## src/soc_pkg.sv

```systemverilog
// ----------------------------------------------------------
// shared definitions for the peripheral subsystem
// bus widths, address and data types
// bridge phase, slave select and register offset enums
// address map of the two APB slaves
// ----------------------------------------------------------
`default_nettype none

package soc_pkg;

	// bus widths
	localparam int ADDR_W = 16;
	localparam int DATA_W = 32;

	typedef logic [ADDR_W-1:0] addr_t;
	typedef logic [DATA_W-1:0] data_t;

	// bridge phase
	typedef enum logic [1:0] {
		IDLE   = 2'd0,
		SETUP  = 2'd1,
		ACCESS = 2'd2
	} apb_state_e;

	// decoded target of the splitter
	typedef enum logic [1:0] {
		SLV_TIMER = 2'd0,
		SLV_UART  = 2'd1,
		SLV_NONE  = 2'd2
	} slave_e;

	// ----------------------------------------------------------
	// address map
	// top two bits pick the slave, 2 and 3 are unmapped
	localparam int SLV_SEL_MSB = 15;
	localparam int SLV_SEL_LSB = 14;
	localparam addr_t TIMER_BASE = 16'h0000;
	localparam addr_t UART_BASE  = 16'h4000;

	// timer register offsets
	typedef enum logic [4:0] {
		CTRL      = 5'h00,
		MSIP      = 5'h04,
		MTIME     = 5'h08,
		MTIMEH    = 5'h0C,
		MTIMECMP  = 5'h10,
		MTIMECMPH = 5'h14
	} timer_reg_e;

	// uart register offsets
	typedef enum logic [3:0] {
		TXDATA = 4'h0,
		STATUS = 4'h4,
		DIV    = 4'h8
	} uart_reg_e;

endpackage

`default_nettype wire
```

## src/apb_if.sv

```systemverilog
// ----------------------------------------------------------
// APB bus bundle between bridge, splitter and slaves
// master modport drives the request side
// slave modport drives the response side
// ----------------------------------------------------------
`timescale 1ns/1ns
`default_nettype none

interface apb_if
	import soc_pkg::*;
();

	// request side
	logic  psel;
	logic  penable;
	logic  pwrite;
	addr_t paddr;
	data_t pwdata;

	// response side, valid while pready is high in access
	data_t prdata;
	logic  pready;
	logic  pslverr;

	modport master (
		output psel, penable, pwrite, paddr, pwdata,
		input  prdata, pready, pslverr
	);

	modport slave (
		input  psel, penable, pwrite, paddr, pwdata,
		output prdata, pready, pslverr
	);

endinterface

`default_nettype wire

```

## src/periph_soc.sv

```systemverilog
// ----------------------------------------------------------
// peripheral subsystem top level
// request port -> APB bridge -> splitter -> timer, uart
// plain ports outside, APB bundles inside
// ----------------------------------------------------------
`timescale 1ns/1ns
`default_nettype none

module periph_soc
	import soc_pkg::*;
#(
	parameter int CLK_MHZ        = 4,
	parameter int UART_DIV_RESET = 8
) (
	input  logic  clk,
	input  logic  rst_n,

	// register-access port
	input  logic  i_req_valid,
	input  logic  i_req_write,
	input  addr_t i_req_addr,
	input  data_t i_req_wdata,
	input  logic  i_dbg_halt,
	output logic  o_busy,
	output logic  o_rsp_valid,
	output data_t o_rsp_rdata,
	output logic  o_rsp_err,

	// interrupt levels and serial line
	output logic  o_soft_irq,
	output logic  o_timer_irq,
	output logic  o_uart_tx
);

	apb_if bridge_bus ();
	apb_if timer_bus ();
	apb_if uart_bus ();

	// ----------------------------------------------------------
	// request capture and APB sequencing
	apb_bridge u_bridge (
		.clk         (clk),
		.rst_n       (rst_n),
		.i_req_valid (i_req_valid),
		.i_req_write (i_req_write),
		.i_req_addr  (i_req_addr),
		.i_req_wdata (i_req_wdata),
		.o_busy      (o_busy),
		.o_rsp_valid (o_rsp_valid),
		.o_rsp_rdata (o_rsp_rdata),
		.o_rsp_err   (o_rsp_err),
		.m_apb       (bridge_bus.master)
	);

	// address decode
	apb_splitter u_splitter (
		.s_apb   (bridge_bus.slave),
		.m_timer (timer_bus.master),
		.m_uart  (uart_bus.master)
	);

	// ----------------------------------------------------------
	// peripherals
	mtimer #(
		.CLK_MHZ (CLK_MHZ)
	) u_timer (
		.clk         (clk),
		.rst_n       (rst_n),
		.i_dbg_halt  (i_dbg_halt),
		.s_apb       (timer_bus.slave),
		.o_soft_irq  (o_soft_irq),
		.o_timer_irq (o_timer_irq)
	);

	uart_tx_apb #(
		.UART_DIV_RESET (UART_DIV_RESET)
	) u_uart (
		.clk   (clk),
		.rst_n (rst_n),
		.s_apb (uart_bus.slave),
		.o_tx  (o_uart_tx)
	);

endmodule

`default_nettype wire

```

## src/uart_tx_apb.sv

```systemverilog
// ----------------------------------------------------------
// transmit-only UART on APB
// 8N1 frame, bit period set by the DIV register
// TXDATA write while busy stalls pready until idle
// ----------------------------------------------------------
`timescale 1ns/1ns
`default_nettype none

module uart_tx_apb
	import soc_pkg::*;
#(
	parameter int UART_DIV_RESET = 8
) (
	input  logic clk,
	input  logic rst_n,
	apb_if.slave s_apb,
	output logic o_tx
);

	// start, eight data, stop
	localparam int FRAME_BITS = 10;
	localparam int DIV_W      = 16;

	logic [DIV_W-1:0]      div_q;
	logic [DIV_W-1:0]      baud_cnt_q;
	logic [3:0]            bits_left_q;
	logic [FRAME_BITS-1:0] shift_q;
	logic                  busy;

	uart_reg_e reg_off;
	logic      off_hi_zero;
	logic      tx_wr;
	logic      load;
	logic      div_wr;
	logic      reg_hit;
	data_t     rdata;

	// ----------------------------------------------------------
	// bus decode
	assign reg_off     = uart_reg_e'(s_apb.paddr[3:0]);
	assign off_hi_zero = ~|s_apb.paddr[ADDR_W-1:4];
	assign busy        = |bits_left_q;

	// TXDATA write in setup or access
	assign tx_wr  = s_apb.psel && s_apb.pwrite && off_hi_zero && (reg_off == TXDATA);
	assign load   = tx_wr && s_apb.penable && !busy;
	assign div_wr = s_apb.psel && s_apb.penable && s_apb.pwrite && off_hi_zero
		&& (reg_off == DIV);

	// ----------------------------------------------------------
	// bit timing and shifter
	always_ff @(posedge clk or negedge rst_n) begin
		if (!rst_n) begin
			div_q       <= DIV_W'(UART_DIV_RESET);
			baud_cnt_q  <= '0;
			bits_left_q <= '0;
			// all ones keeps the line idle high
			shift_q     <= '1;
		end else begin
			if (div_wr) begin
				div_q <= s_apb.pwdata[DIV_W-1:0];
			end
			if (load) begin
				shift_q     <= {1'b1, s_apb.pwdata[7:0], 1'b0};
				bits_left_q <= 4'(FRAME_BITS);
				baud_cnt_q  <= div_q - 1'b1;
			end else if (busy) begin
				if (baud_cnt_q == '0) begin
					// next bit, shift in idle level
					shift_q     <= {1'b1, shift_q[FRAME_BITS-1:1]};
					bits_left_q <= bits_left_q - 1'b1;
					baud_cnt_q  <= div_q - 1'b1;
				end else begin
					baud_cnt_q <= baud_cnt_q - 1'b1;
				end
			end
		end
	end

	assign o_tx = shift_q[0];

	// ----------------------------------------------------------
	// read mux
	always_comb begin
		rdata   = '0;
		reg_hit = 1'b1;
		case (reg_off)
			TXDATA:  rdata = '0;
			STATUS:  rdata = {{(DATA_W-1){1'b0}}, busy};
			DIV:     rdata = {{(DATA_W-DIV_W){1'b0}}, div_q};
			default: reg_hit = 1'b0;
		endcase
	end

	// only back-pressure in the design
	assign s_apb.pready  = !(tx_wr && busy);
	assign s_apb.prdata  = rdata;
	assign s_apb.pslverr = s_apb.psel && s_apb.penable && !(reg_hit && off_hi_zero);

endmodule

`default_nettype wire

```

## src/mtimer.sv

```systemverilog
// ----------------------------------------------------------
// RISC-V machine timer on APB
// microsecond prescaler, 64-bit mtime and mtimecmp
// freeze on debug halt
// software and timer interrupt levels
// ----------------------------------------------------------
`timescale 1ns/1ns
`default_nettype none

module mtimer
	import soc_pkg::*;
#(
	parameter int CLK_MHZ = 4
) (
	input  logic clk,
	input  logic rst_n,
	input  logic i_dbg_halt,
	apb_if.slave s_apb,
	output logic o_soft_irq,
	output logic o_timer_irq
);

	localparam int PRESC_W = (CLK_MHZ > 1) ? $clog2(CLK_MHZ) : 1;

	logic [PRESC_W-1:0] presc_q;
	logic               tick;

	logic        ctrl_en_q;
	logic        msip_q;
	logic [63:0] mtime_q;
	logic [63:0] mtimecmp_q;
	logic        timer_irq_q;

	timer_reg_e reg_off;
	logic       off_hi_zero;
	logic       wr_en;
	logic       reg_hit;
	data_t      rdata;

	// ----------------------------------------------------------
	// prescaler, free running even under halt
	assign tick = (presc_q == '0);

	always_ff @(posedge clk or negedge rst_n) begin
		if (!rst_n) begin
			presc_q <= PRESC_W'(CLK_MHZ - 1);
		end else if (tick) begin
			presc_q <= PRESC_W'(CLK_MHZ - 1);
		end else begin
			presc_q <= presc_q - 1'b1;
		end
	end

	// ----------------------------------------------------------
	// register access, zero wait states
	assign reg_off     = timer_reg_e'(s_apb.paddr[4:0]);
	assign off_hi_zero = ~|s_apb.paddr[ADDR_W-1:5];
	assign wr_en       = s_apb.psel && s_apb.penable && s_apb.pwrite && off_hi_zero;

	always_ff @(posedge clk or negedge rst_n) begin
		if (!rst_n) begin
			ctrl_en_q   <= 1'b1;
			msip_q      <= 1'b0;
			mtime_q     <= '0;
			mtimecmp_q  <= '1;
			timer_irq_q <= 1'b0;
		end else begin
			if (wr_en && reg_off == CTRL) begin
				ctrl_en_q <= s_apb.pwdata[0];
			end
			if (wr_en && reg_off == MSIP) begin
				msip_q <= s_apb.pwdata[0];
			end
			// bus write wins over the count
			if (wr_en && reg_off == MTIME) begin
				mtime_q[31:0] <= s_apb.pwdata;
			end else if (wr_en && reg_off == MTIMEH) begin
				mtime_q[63:32] <= s_apb.pwdata;
			end else if (tick && ctrl_en_q && !i_dbg_halt) begin
				mtime_q <= mtime_q + 64'd1;
			end
			if (wr_en && reg_off == MTIMECMP) begin
				mtimecmp_q[31:0] <= s_apb.pwdata;
			end
			if (wr_en && reg_off == MTIMECMPH) begin
				mtimecmp_q[63:32] <= s_apb.pwdata;
			end
			timer_irq_q <= (mtime_q >= mtimecmp_q);
		end
	end

	// read mux
	always_comb begin
		rdata   = '0;
		reg_hit = 1'b1;
		case (reg_off)
			CTRL:      rdata = {{(DATA_W-1){1'b0}}, ctrl_en_q};
			MSIP:      rdata = {{(DATA_W-1){1'b0}}, msip_q};
			MTIME:     rdata = mtime_q[31:0];
			MTIMEH:    rdata = mtime_q[63:32];
			MTIMECMP:  rdata = mtimecmp_q[31:0];
			MTIMECMPH: rdata = mtimecmp_q[63:32];
			default:   reg_hit = 1'b0;
		endcase
	end

	assign s_apb.prdata  = rdata;
	assign s_apb.pready  = 1'b1;
	assign s_apb.pslverr = s_apb.psel && s_apb.penable && !(reg_hit && off_hi_zero);

	// interrupt levels
	assign o_soft_irq  = msip_q;
	assign o_timer_irq = timer_irq_q;

endmodule

`default_nettype wire

```

## src/apb_splitter.sv

```systemverilog
// ----------------------------------------------------------
// APB address decoder and response mux
// top address bits pick the timer or the uart
// unmapped space answers with an error on its own
// ----------------------------------------------------------
`timescale 1ns/1ns
`default_nettype none

module apb_splitter
	import soc_pkg::*;
(
	apb_if.slave  s_apb,
	apb_if.master m_timer,
	apb_if.master m_uart
);

	localparam int SEL_W = SLV_SEL_MSB - SLV_SEL_LSB + 1;

	logic [SEL_W-1:0] sel_bits;
	slave_e           sel;
	addr_t            offset;

	data_t rsp_rdata;
	logic  rsp_ready;
	logic  rsp_err;

	// ----------------------------------------------------------
	// decode
	assign sel_bits = s_apb.paddr[SLV_SEL_MSB:SLV_SEL_LSB];

	always_comb begin
		if (sel_bits == TIMER_BASE[SLV_SEL_MSB:SLV_SEL_LSB]) begin
			sel = SLV_TIMER;
		end else if (sel_bits == UART_BASE[SLV_SEL_MSB:SLV_SEL_LSB]) begin
			sel = SLV_UART;
		end else begin
			sel = SLV_NONE;
		end
	end

	// slaves see only the offset inside their window
	assign offset = {{(ADDR_W-SLV_SEL_LSB){1'b0}}, s_apb.paddr[SLV_SEL_LSB-1:0]};

	// ----------------------------------------------------------
	// request fan-out, select only on the target
	assign m_timer.psel    = s_apb.psel && (sel == SLV_TIMER);
	assign m_timer.penable = s_apb.penable && (sel == SLV_TIMER);
	assign m_timer.pwrite  = s_apb.pwrite;
	assign m_timer.paddr   = offset;
	assign m_timer.pwdata  = s_apb.pwdata;

	assign m_uart.psel    = s_apb.psel && (sel == SLV_UART);
	assign m_uart.penable = s_apb.penable && (sel == SLV_UART);
	assign m_uart.pwrite  = s_apb.pwrite;
	assign m_uart.paddr   = offset;
	assign m_uart.pwdata  = s_apb.pwdata;

	// ----------------------------------------------------------
	// response mux
	always_comb begin
		case (sel)
			SLV_TIMER: begin
				rsp_rdata = m_timer.prdata;
				rsp_ready = m_timer.pready;
				rsp_err   = m_timer.pslverr;
			end
			SLV_UART: begin
				rsp_rdata = m_uart.prdata;
				rsp_ready = m_uart.pready;
				rsp_err   = m_uart.pslverr;
			end
			default: begin
				// unmapped, error in the first access cycle
				rsp_rdata = '0;
				rsp_ready = 1'b1;
				rsp_err   = 1'b1;
			end
		endcase
	end

	assign s_apb.prdata  = rsp_rdata;
	assign s_apb.pready  = rsp_ready;
	assign s_apb.pslverr = rsp_err;

endmodule

`default_nettype wire

```

## src/apb_bridge.sv

```systemverilog
// ----------------------------------------------------------
// register-access port to APB bridge
// captures a one-cycle request strobe
// sequences the APB setup and access phases
// registers the response as a one-cycle pulse
// ----------------------------------------------------------
`timescale 1ns/1ns
`default_nettype none

module apb_bridge
	import soc_pkg::*;
(
	input  logic clk,
	input  logic rst_n,

	// request port
	input  logic  i_req_valid,
	input  logic  i_req_write,
	input  addr_t i_req_addr,
	input  data_t i_req_wdata,

	// response port
	output logic  o_busy,
	output logic  o_rsp_valid,
	output data_t o_rsp_rdata,
	output logic  o_rsp_err,

	apb_if.master m_apb
);

	apb_state_e state_q;

	// request held stable through any stall
	logic  req_write_q;
	addr_t req_addr_q;
	data_t req_wdata_q;

	logic  rsp_valid_q;
	data_t rsp_rdata_q;
	logic  rsp_err_q;

	logic take_req;
	logic access_done;

	// strobes outside IDLE are dropped
	assign take_req    = (state_q == IDLE) && i_req_valid;
	assign access_done = (state_q == ACCESS) && m_apb.pready;

	// ----------------------------------------------------------
	// phase sequencer
	always_ff @(posedge clk or negedge rst_n) begin
		if (!rst_n) begin
			state_q     <= IDLE;
			rsp_valid_q <= 1'b0;
		end else begin
			// response is a single-cycle pulse
			rsp_valid_q <= access_done;
			case (state_q)
				IDLE: begin
					if (take_req) begin
						state_q <= SETUP;
					end
				end
				SETUP: begin
					state_q <= ACCESS;
				end
				ACCESS: begin
					// wait states last while pready is low
					if (m_apb.pready) begin
						state_q <= IDLE;
					end
				end
				default: begin
					state_q <= IDLE;
				end
			endcase
		end
	end

	// request capture and response data
	always_ff @(posedge clk) begin
		if (take_req) begin
			req_write_q <= i_req_write;
			req_addr_q  <= i_req_addr;
			req_wdata_q <= i_req_wdata;
		end
		if (access_done) begin
			// writes answer with zero data
			rsp_rdata_q <= req_write_q ? '0 : m_apb.prdata;
			rsp_err_q   <= m_apb.pslverr;
		end
	end

	// ----------------------------------------------------------
	// APB request side
	assign m_apb.psel    = (state_q != IDLE);
	assign m_apb.penable = (state_q == ACCESS);
	assign m_apb.pwrite  = req_write_q;
	assign m_apb.paddr   = req_addr_q;
	assign m_apb.pwdata  = req_wdata_q;

	// low again in the cycle the response shows
	assign o_busy      = (state_q != IDLE);
	assign o_rsp_valid = rsp_valid_q;
	assign o_rsp_rdata = rsp_rdata_q;
	assign o_rsp_err   = rsp_err_q;

endmodule

`default_nettype wire

```

## config.mk

```make
export PLATFORM = sky130hd
export DESIGN_NAME = periph_soc
export DESIGN_NICKNAME = d
export VERILOG_FILES = /design/src/soc_pkg.sv /design/src/apb_if.sv /design/src/periph_soc.sv /design/src/uart_tx_apb.sv /design/src/mtimer.sv /design/src/apb_splitter.sv /design/src/apb_bridge.sv
export SDC_FILE = /design/constraint.sdc
export NUM_CORES = 1
export LEC_CHECK = 0
export BUFFER_PORTS_ARGS = -buffer_cell sky130_fd_sc_hd__buf_2
export CORE_ASPECT_RATIO = 0.5
export CORE_MARGIN = 2
export CORE_UTILIZATION = 25
export DETAILED_ROUTE_END_ITERATION = 8
export REMOVE_ABC_BUFFERS = 1
export SLEW_MARGIN = 20
export SYNTH_ARGS = -nofsm -noshare
export SYNTH_HDL_FRONTEND = slang
export SYNTH_SLANG_ARGS = --single-unit
```

## constraint.sdc

```tcl
create_clock -name clk -period 6.9 [get_ports clk]
set_clock_uncertainty 0.15 [all_clocks]
set_input_delay 0.345 -clock clk [delete_from_list [all_inputs] [get_ports clk]]
set_output_delay 0.345 -clock clk [all_outputs]
set_load 0.02 [all_outputs]
```

# == Word level (Yosys, flattened, before mapping) ==
# Index checks and enable logic that the tools add are counted.
# word_totals
reg_bits,264
input_bits,53
output_inout_bits,38
word_cells,125
# op_classes
add_sub_neg,5
magnitude_cmp,1
eq_ne,14
n_mux,26
bitwise,1
n_reduce_logical,59
# ops
op,count
32-bit case mux with 6 select lines,1
32-bit two-way mux,3
64-bit by 1-bit adder with 64-bit output (second input constant),1
64-bit >= comparator,1
64-bit two-way mux,1
32-bit case mux with 2 select lines,1
16-bit two-way mux,3
16-bit case mux with 2 select lines,1
16-bit by 1-bit subtractor with 16-bit output (second input constant),2
1-bit logical AND,31
10-bit two-way mux,3
16-bit logical NOT,1
4-bit two-way mux,3
5-bit by 4-bit equality test with 1-bit output (second input constant),2
5-bit equality test (second input constant),2
2-bit two-way mux,5
2-bit nonzero test,5
10-bit OR reduction,1
9-bit OR reduction,1
2-bit logical NOT,4
2-bit AND reduction,4
1-bit logical NOT,7
2-bit by 1-bit equality test with 1-bit output (second input constant),3
2-bit case mux with 3 select lines,1
other kinds (16),19

# == Longest topological paths before layout ==
# Gate-level depths: netlist of run 1.
# logic_depth
depth_word,13
depth_mapped,9
ltp_nobuf,8

# == By module ==
# From an unflattened synthesis of run 1, not the netlist that was laid out.
# unflattened
hier_cells,1706
hier_area_um2,16176.8
# by_module_without_submodules
module,n_inst,cells_per_inst,area_each_um2,seq_area_each_um2
mtimer,1,1082,9071.2,3412.0
uart_tx_apb,1,316,2977.9,1138.6
apb_bridge,1,129,2811.4,2537.4
apb_splitter,1,179,1316.3,0.0

# == Least setup slack after synthesis of run 1 ==
# OpenSTA, ideal clock, no wires.
# synth_timing
kind,reg-to-reg
start,register u_bridge.state_q[1]
end,"register u_bridge.req_addr_q[0], in the netlist u_bridge.m_apb.paddr[0] (enable)"
setup_time_ps,456
t_arrival_ps,2831
required_time_ps,6294
setup_slack_ps,3463
path_stages_with_launch,3
n_path_buf,0
period_less_slack_ps,3437
cell_sequence,dfrtp_1 > or2_2 > nor2_1
# synth_between
elab_chain_len,2
# synth_rtl
element,line,rtl
"start, declared",apb_bridge.sv:31,apb_state_e state_q;
"start signal, assigned",apb_bridge.sv:53,state_q <= IDLE;
"start signal, assigned",apb_bridge.sv:61,state_q <= SETUP;
"start signal, assigned",apb_bridge.sv:65,state_q <= ACCESS;
2-bit logical NOT,apb_bridge.sv:46,assign take_req = (state_q == IDLE) && i_req_valid;
1-bit logical AND,apb_bridge.sv:46,
net u_bridge.take_req,apb_bridge.sv:42,logic take_req;
"end signal, assigned",apb_bridge.sv:84,req_addr_q <= i_req_addr;
"end, declared",apb_bridge.sv:35,addr_t req_addr_q;
# The timed path passes the listed nets, and every way through them passes these cells.
# A chain may end at the register's enable or synchronous reset.

# == Worst setup path in the final report of run 1 ==
# layout_timing
start,"register u_bridge.req_addr_q[5], in the netlist u_bridge.m_apb.paddr[5]"
end,register u_timer.mtime_q[38]
# layout_between
elab_chain_len,6
elab_cells_between_ends,9
classes_between,mux (1); bitwise (1); reduce/logical (7)
# layout_rtl
element,line,rtl
9-bit OR reduction (*),mtimer.sv:57,assign off_hi_zero = ~|s_apb.paddr[ADDR_W-1:5];
1-bit logical NOT (*),mtimer.sv:57,
1-bit logical AND (*),mtimer.sv:58,assign wr_en = s_apb.psel && s_apb.penable && s_apb.pwrite && off_hi_zero;
"1-bit logical AND, on equally long branches","mtimer.sv:77, mtimer.sv:75",
2-bit nonzero test (no line) or 1-bit inverter (tied branches),--,
2-bit AND reduction (no line),--,
"end signal, assigned",mtimer.sv:78,mtime_q[63:32] <= s_apb.pwdata;
"end signal, assigned",mtimer.sv:80,mtime_q <= mtime_q + 64'd1;
"end, declared",mtimer.sv:30,logic [63:0] mtime_q;
# Every way passes the cells marked *; elsewhere a longest branch is shown, timed or not.

==> flow_summary.toml, run 1 <==
[run_status]
status = "complete, no violations"

[timing]
max-slew-margin-rel_pct = 29.8
hold_ws_ps = 256
hold_viol_final = 0
fin_crit_sh_pct = 52.9
tns_ps = 0
slew_violations = 0
fin_crit_ps = 3650
layout_setup_ws_ps = 3250
setup_viol = 0
tightest_slew_ps = 1050
fmax_ghz = 0.274
rsz0062_at_grt = "no"

[floorplan]
initial_core_util_pct = 25.5
fp-row-count = 61
ios = 91
dieArea_sq_mm = 0.0593
core_sq_mm = 0.0560
die_h_um = 173
dieWidth_um = 342

[cts]
worstSkewPairLatency_ps = 570
htreeDepth = 1
cts.sinks = 263
clkTransAtPathRegs_ps = 60
root_buffer = "clkbuf_16"
cts_tree = "yes"
cts_buffers = 30
clock_path_buffers = 3
postCtsSetupBuffers = 0

[setup_path]
cp-start-kind = "register"
crit_start = "u_bridge.m_apb.paddr[5]$_DFFE_PP_"
critPathRequiredTime_ps = 7190
crit_type = "register to register"
worst_r2r_path_depth = 7
rrSetupSlack_ps = 3250
crit_path_end_kind = "register"
r2r_start = "u_bridge.m_apb.paddr[5]$_DFFE_PP_"
rr_endpoint = "u_timer.mtime_q[38]$_DFFE_PN0P_"
cp.arrival_ps = 3940
critPathMaxFanout = 52

[placed_design]
dp_slack_ps = 3290
gp_congestion = 0.878
port_buffers = 90
dp_hpwl_mm = 29.1
place_inst = 2262

[job]
maxCapViolations = 0

[synth]
synth_xor_area_share_pct = 2.63
synth_cells = 1476
synthesis.area_sq_mm = 0.0143
synthFlopType = "dfrtp_1"
ys_seq_elements = 263
ys_warn_count = 0
ys_types = 79
synth_edf_count = 82
synth-adder-area-share_pct = 6.21
seq_area_frac_synth_pct = 49.5
syn_area_per_cell_sq_um = 9.69
async_flop_share_pct = 68.8
synth_top_family_by_area = "compound AO/OA/AOI/OAI gates"
synthMuxAreaShare_pct = 2.05
synth-simple-area-share_pct = 17.3
synth_compound_area_share_pct = 17.8

[grt]
grt_max_degree = 88
grt_util_all_layers_pct = 13.8
gr-total-overflow = 0
antenna_found_initial = 1
grt_pass1_vias = 11443
grt_pass1_wl_mm = 65.9

[power_and_ir_drop]
swShare_pct = 26.2
p_sw_w = 0.00106
ir_drop_mv = 0.129
internal-power_w = 0.00299
p_comb_share_pct = 10.5
leakagePower_nw = 6.29
p_seq_share_pct = 45.4
clkPwrFrac_pct = 44.1
power_density_mw_per_mm2 = 235

[drt]
vias = 11857
drc = 0
firstDrtPassIters = 6
drt_iter0_drc = 1089
routedWlPerCell_um = 17.7
ant_nets = 0
avgViaCountPerCell = 5.01
wl_mm = 41.8

[finish]
post-route-util_pct = 30.7
diodes = 0
stdcell_count = 2369
finalNetCount = 1713
final_common_cell = "nand2_1"
fillers = 5822
mostFrequentLayoutCells = "nand2_1 (197), o21ai_0 (140), a21oi_1 (115)"
drive_above_1_share_pct = 17.5
synthToLayoutAreaGrowth_pct = 20.1

[min_path]
hold_class = "primary input to async pin"
[power by group through the flow]
stage	clock, W	combinational, W	sequential (W)
after floorplan	0	0.000241	0.00184
after global placement	0	0.000400	0.00186
after detailed placement	0	0.000406	0.00186
after CTS	0.00181	0.000431	0.00183
after global routing	0.00188	0.000479	0.00185
final	0.00178	0.000426	0.00184
[cell families after synthesis]
kind of cell,after synthesis
buffers and inverters,163
AOI/OAI and AO/OA,415
xor gates and xnor gates,43
muxes,27
adders and majority gates,71
and+or+nand+nor,494
DFF,263
[registers in the layout, summed over array words and instances, names as in the netlist, 2 cells and up]
register,cells
u_timer.mtime_q,64
u_timer.mtimecmp_q,64
u_bridge.m_apb.pwdata,32
u_bridge.o_rsp_rdata,32
u_bridge.m_apb.paddr,16
u_uart.baud_cnt_q,16
u_uart.div_q,16
u_uart.shift_q,9
u_uart.bits_left_q,4
u_bridge.state_q,2
u_timer.presc_q,2
[layer usage]
metal,routed length (um),global-route usage [%],vias to the layer above
li1,-,-,5648
met1,18700,18.9,5776
met2,19400,22.5,356
met3,2310,1.88,77
met4,1430,4.70,0
met5,0,0,-
[timing repair]
item                       4_1_cts  5_1_grt
hold buffers                    51        0
hold endpoints to repair        94        0
gates resized for setup          0        0
setup endpoints to repair        0        0
[synth_stat cells (4+ instances only)]
master | instances | share of area [%]
nand2_1 | 197 | 5.2
o21ai_0 | 140 | 4.9
a21oi_1 | 116 | 4.1
dfrtp_1 | 104 | 18
inv_1 | 88 | 2.3
edfxtp_1 | 82 | 17
a22oi_1 | 78 | 4.1
dfstp_2 | 77 | 14
ha_1 | 71 | 6.2
nor2_1 | 69 | 1.8
clkbuf_1 | 50 | 1.3
nand3_1 | 42 | 1.5
nand4_1 | 41 | 1.8
nor3_1 | 32 | 1.1
xnor2_1 | 25 | 1.5
and3_1 | 22 | 0.96
buf_2 | 21 | 0.73
mux2_2 | 19 | 1.5
nor4_1 | 19 | 0.83
xor2_1 | 18 | 1.1
and4_1 | 10 | 0.61
and2_1 | 8 | 0.35
mux2i_1 | 8 | 0.56
o311ai_0 | 7 | 0.43
a211oi_1 | 6 | 0.31
a31oi_1 | 6 | 0.26
nand3b_1 | 6 | 0.31
or3_1 | 6 | 0.26
a21o_1 | 5 | 0.26
a221o_1 | 5 | 0.35
a2bb2oi_1 | 5 | 0.31
or4_1 | 5 | 0.26
nand2b_1 | 4 | 0.17
o22ai_1 | 4 | 0.17
o2bb2ai_1 | 4 | 0.24
o32a_1 | 4 | 0.28
or2_2 | 4 | 0.17
[critical path: stages (launching register included)]
cell and delay (ps):
edfxtp_1 350, nor4_1 550, nand4_1 570, nor2_4 760
buf_4 540, or4_1 250, nor2_1 70, o32a_1 290
[metrics by stage]
stage | power (W) | instance area, sq um
2_1_floorplan | 0.00208 | 14000
3_3_place_gp | 0.00226 | 15600
3_5_place_dp | 0.00227 | 15600
4_1_cts | 0.00408 | 17200
5_1_grt | 0.00421 | 17200
6_report | 0.00405 | 17200
[area by class of cell]
cell class,instances,area (sq um),area share (%)
flip-flops and latches,263,7090,41.2
repair buffers,156,1080,6.30
well taps,756,946,5.50
clock inverters,19,255,1.49
clock buffers,37,862,5.02
inverters,88,330,1.92
multi-input cells,1050,6620,38.5
[how the worst max path moves through the flow]
stage,endpoint,slack [ps]
floorplan,u_timer.mtime_q[48]$_DFFE_PN0P_,3340
finish,u_timer.mtime_q[38]$_DFFE_PN0P_,3250
global placement,u_timer.mtime_q[38]$_DFFE_PN0P_,3430
detailed placement,u_timer.mtime_q[38]$_DFFE_PN0P_,3290
CTS,u_timer.mtime_q[38]$_DFFE_PN0P_,3290
global route,u_timer.mtime_q[38]$_DFFE_PN0P_,2980
Power figures use the tool's default switching activity.
==> inputs of run 2 (changes only) <==
clock period = 3.7 ns   (was 6.9 ns; I/O delays follow)
==> flow_summary.toml, run 2 (synthesis results as in run 1) <==
[finish]
finalNetCount = 1740
drive_above_1_share_pct = 18.8
synthToLayoutAreaGrowth_pct = 21.6
diodes = 0
mostFrequentLayoutCells = "nand2_1 (197), o21ai_0 (140), a21oi_1 (115)"
stdcell_count = 2396
largestRegisters = "u_timer.mtime_q x64, u_timer.mtimecmp_q x64"
post-route-util_pct = 31.1
final_common_cell = "nand2_1"

[setup_path]
crit_type = "register to register"
worst_r2r_path_depth = 6
r2r_start = "u_bridge.m_apb.paddr[4]$_DFFE_PP_"
crit_path_end_kind = "register"
rrSetupSlack_ps = 490
cp.arrival_ps = 3480
cp_cell_sequence = "nor3_1 -> and4_1 -> and3_1 -> nor2_1 -> a41oi_1 -> o2bb2ai_1"
crit_slowest_cell = "nor3_1"
cp-start-kind = "register"
critPathMaxFanout = 12
critPathRequiredTime_ps = 3970
rr_endpoint = "u_uart.baud_cnt_q[3]$_DFFE_PN0P_"
max_stage_delay_ps = 580

[timing]
fmax_ghz = 0.311
rsz0062_at_grt = "no"
max-slew-margin-rel_pct = 33.7
fin_crit_sh_pct = 86.8
slew_violations = 0
tightest_slew_ps = 995
fin_crit_ps = 3210
hold_viol_final = 0
setup_viol = 0
tns_ps = 0

[cts]
clock_path_buffers = 3
worstSkewPairLatency_ps = 580
root_buffer = "clkbuf_16"
cts_buffers = 30
clkTransAtPathRegs_ps = 60
cts_tree = "yes"
cts_resized = 0
htreeDepth = 1
cts.sinks = 263

[grt]
grt_max_degree = 68
grt_pass1_wl_mm = 67.5
grt_util_all_layers_pct = 14.2
met3_usage_pct = 2.25
grt_util_met1_pct = 19.7
antenna_found_initial = 0
met2_usage_pct = 22.8
gr-total-overflow = 0
top_usage_layer = "met2"
grt_pass1_vias = 11605

[power_and_ir_drop]
report.power.total_w = 0.00750
ir_drop_mv = 0.334
leakagePower_nw = 6.41
power_density_mw_per_mm2 = 431

[placed_design]
gp_congestion = 0.876
place_inst = 2288
dp_hpwl_mm = 30.7
port_buffers = 90

[floorplan]
initial_core_util_pct = 25.5
die_h_um = 173
core_sq_mm = 0.0560
fp-row-count = 61
dieWidth_um = 342
dieArea_sq_mm = 0.0593
ios = 91

[drt]
drt_iter0_drc = 1139
wl_mm = 43.1
routedWlPerCell_um = 18.0
vias = 11966
ant_nets = 0
avgViaCountPerCell = 4.99
firstDrtPassIters = 5
drc = 0

[job]
maxCapViolations = 0

[min_path]
hold_class = "primary input to async pin"

[run_status]
status = "complete, no violations"
## run 2: area by class of cell
type,instances,area [sq um]
Timing Repair Buffer,183,1340
Clock inverter,18,249
Tap cell,756,946
Inverter,88,330
Sequential cell,263,7090
Clock buffer,38,822
Multi-Input combinational cell,1050,6620
Fill cell,5803,38600
## run 2: metrics by stage
| step | setup slack [ps] | hold slack [ps] | cell area, sq um |
|---|---|---|---|
| final | 489 | 22.0 | 17400 |
| after global routing | 154 | 99.1 | 17400 |
| after CTS | 527 | 47.7 | 17400 |
| after detailed placement | 573 | 80.4 | 15800 |
| after global placement | 658 | 83.2 | 15800 |
| after floorplan | 136 | -261 | 14000 |
## run 2: worst max-delay path, delay by kind of cell, from the launching register on
family             cells  cell delay, ps
and+or+nand+nor        4            1990
DFF                    1             510
AOI/OAI and AO/OA      2             400
## run 2: routing by layer
layer / wire length, um / up-vias / part of all wire, %
met5: 0 / - / 0
met4: 1140 / 0 / 2.6
met3: 2240 / 66 / 5.2
met2: 19900 / 298 / 46
met1: 19700 / 5915 / 46
li1: - / 5687 / -
## run 2: worst max-delay path by stage
stage | from | endpoint | depth (start not counted)
6_report | u_bridge.m_apb.paddr[4]$_DFFE_PP_ | u_uart.baud_cnt_q[3]$_DFFE_PN0P_ | 6
2_1_floorplan | u_bridge.m_apb.paddr[4]$_DFFE_PP_ | u_timer.mtime_q[48]$_DFFE_PN0P_ | 6
5_1_grt | u_bridge.m_apb.paddr[4]$_DFFE_PP_ | u_uart.baud_cnt_q[3]$_DFFE_PN0P_ | 6
4_1_cts | u_bridge.m_apb.paddr[4]$_DFFE_PP_ | u_uart.baud_cnt_q[3]$_DFFE_PN0P_ | 6
3_5_place_dp | u_bridge.m_apb.paddr[4]$_DFFE_PP_ | u_uart.baud_cnt_q[3]$_DFFE_PN0P_ | 6
3_3_place_gp | u_bridge.m_apb.paddr[4]$_DFFE_PP_ | u_uart.baud_cnt_q[3]$_DFFE_PN0P_ | 6
## run 2: what timing repair did
| action | in CTS | in global routing |
|---|---|---|
| buffers inserted | 0 | 0 |
| endpoints found under the hold margin | 153 | 0 |
| hold buffers | 51 | 0 |
## run 2: where the power goes
part	total (W)	internal [W]	switching, W
Sequential	0.00343	0.00321	0.000211
Clock	0.00324	0.00198	0.00126
Combinational	0.000834	0.000309	0.000524
Total	0.00750	0.00551	0.00199
==> inputs of run 3 (changes only) <==
CELL_PAD_IN_SITES_DETAIL_PLACEMENT = 0   (was default)
CELL_PAD_IN_SITES_GLOBAL_PLACEMENT = 1   (was default)
PLACE_DENSITY_LB_ADDON = 0.1   (was default)
==> flow_summary.toml, run 3 (synthesis results as in run 1) <==
[setup_path]
cp-start-kind = "register"
max_stage_delay_ps = 860
cp_num_buf_inv = 0
critPathRequiredTime_ps = 4030
crit_type = "register to register"
cp.arrival_ps = 3690
crit_family = "simple AND/OR/NAND/NOR gates"
cp_cell_sequence = "and4bb_2 -> nor3b_1 -> nand3_2 -> nand2_1 -> nand3_1 -> a32o_1"
critPathMaxFanout = 16
crit_slowest_cell = "nor3b_1"
crit_path_end_kind = "register"

[drt]
drt_iter0_drc = 814
drc = 0
routedWlPerCell_um = 21.0
avgViaCountPerCell = 4.95
vias = 11908
ant_nets = 0
wl_mm = 50.4
firstDrtPassIters = 5

[timing]
tightest_slew_ps = 1060
tns_ps = 0
layout_setup_ws_ps = 345
hold_viol_final = 0
fin_crit_sh_pct = 90.7
slew_violations = 0
rsz0062_at_grt = "no"
max-slew-margin-rel_pct = 29.4
setup_viol = 0
fin_crit_ps = 3350
fmax_ghz = 0.298

[finish]
design_area_sq_mm = 0.0174
final_common_cell = "nand2_1"
synthToLayoutAreaGrowth_pct = 21.4
largestRegisters = "u_timer.mtime_q x64, u_timer.mtimecmp_q x64"
mostFrequentLayoutCells = "nand2_1 (197), o21ai_0 (140), a21oi_1 (114)"
finalNetCount = 1749
post-route-util_pct = 31.0
fillers = 5901
drive_above_1_share_pct = 19.5
diodes = 0

[grt]
gr-total-overflow = 0
grt_pass1_wl_mm = 78.0
grt_max_degree = 82
grt_pass1_vias = 12068
grt_util_all_layers_pct = 17.1
antenna_found_initial = 0

[floorplan]
fp-row-count = 61
dieWidth_um = 342
initial_core_util_pct = 25.5
dieArea_sq_mm = 0.0593
die_h_um = 173
ios = 91
core_sq_mm = 0.0560

[power_and_ir_drop]
leakagePower_nw = 6.43
power_density_mw_per_mm2 = 427
ir_drop_mv = 0.250

[cts]
worstSkewPairLatency_ps = 590
cts_buffers = 30
htreeDepth = 1
cts_tree = "yes"
root_buffer = "clkbuf_16"
cts.sinks = 263
cts_resized = 0
clock_path_buffers = 3
postCtsSetupBuffers = 0
clkTransAtPathRegs_ps = 70

[run_status]
status = "complete, no violations"

[job]
maxCapViolations = 0

[min_path]
hold_class = "primary input to async pin"

[placed_design]
dp_hpwl_mm = 36.7
port_buffers = 90
gp_congestion = 0.801
dp_slack_ps = 313
place_area_sq_mm = 0.0158
## run 3: changes by cell type in the layout (fill, tap and decap cells not counted), sizes merged
cell	delta
buf	+9
clkinv	+6
clkbuf	-3
bufinv	-2
clkinvlp	-2
inv	+1
## run 3: layout make-up
cell class	instances	area, sq um	share of cell area [%]
Sequential cell	263	7090	40.8
Multi-Input combinational cell	1050	6630	38.1
Timing Repair Buffer	192	1370	7.86
Tap cell	756	946	5.44
Clock buffer	35	779	4.49
Inverter	88	330	1.90
Clock inverter	21	240	1.38
## run 3: layer usage
layer,track usage (%),routed length [um]
met1,25.5,25500
met2,26.7,22800
met3,1.99,1440
met4,2.50,608
met5,0,0
## run 3: per-stage QoR
stage               cells  total power, W  hold WS (ps)
floorplan            1401         0.00388          -261
global placement     2298         0.00426           158
detailed placement   2298         0.00428           165
CTS                  2405         0.00753          90.2
global route         2405         0.00776           127
finish               2405         0.00742          65.2
## run 3: worst reg2reg max path, cell delays in order (launching register included)
cell	delay, ps
edfxtp_1	400
and4bb_2	340
nor3b_1	860
nand3_2	370
nand2_1	600
nand3_1	240
a32o_1	300
## run 3: final timing paths
path | startpoint | to | slack, ps | cells past startpoint
worst max-delay path | u_bridge.m_apb.paddr[9]$_DFFE_PP_ | u_uart.baud_cnt_q[4]$_DFFE_PN0P_ | 350 | 6
worst min-delay path | rst_n | u_timer.mtime_q[55]$_DFFE_PN0P_ | 70 | 2
worst max register to register | u_bridge.m_apb.paddr[9]$_DFFE_PP_ | u_uart.baud_cnt_q[4]$_DFFE_PN0P_ | 350 | 6
worst min register to register | u_uart.shift_q[7]$_DFFE_PN1P_ | u_uart.shift_q[7]$_DFFE_PN1P_ | 310 | 2
max in group asynchronous | rst_n | u_uart.shift_q[1]$_DFFE_PN1P_ | 2330 | 3
min in group clk | i_req_addr[4] | u_bridge.m_apb.paddr[4]$_DFFE_PP_ | 150 | 2
## run 3: repair_timing
| action | 4_1_cts | 5_1_grt |
|---|---|---|
| hold buffers | 51 | 0 |
| endpoints found under the setup margin | 0 | 0 |
| endpoints found under the hold margin | 128 | 0 |
## run 3: power by group
| part | internal [W] | total [W] | switching (W) |
|---|---|---|---|
| clock | 0.00180 | 0.00317 | 0.00137 |
| sequential | 0.00321 | 0.00343 | 0.000215 |
| combinational | 0.000291 | 0.000823 | 0.000532 |
| total | 0.00530 | 0.00742 | 0.00212 |
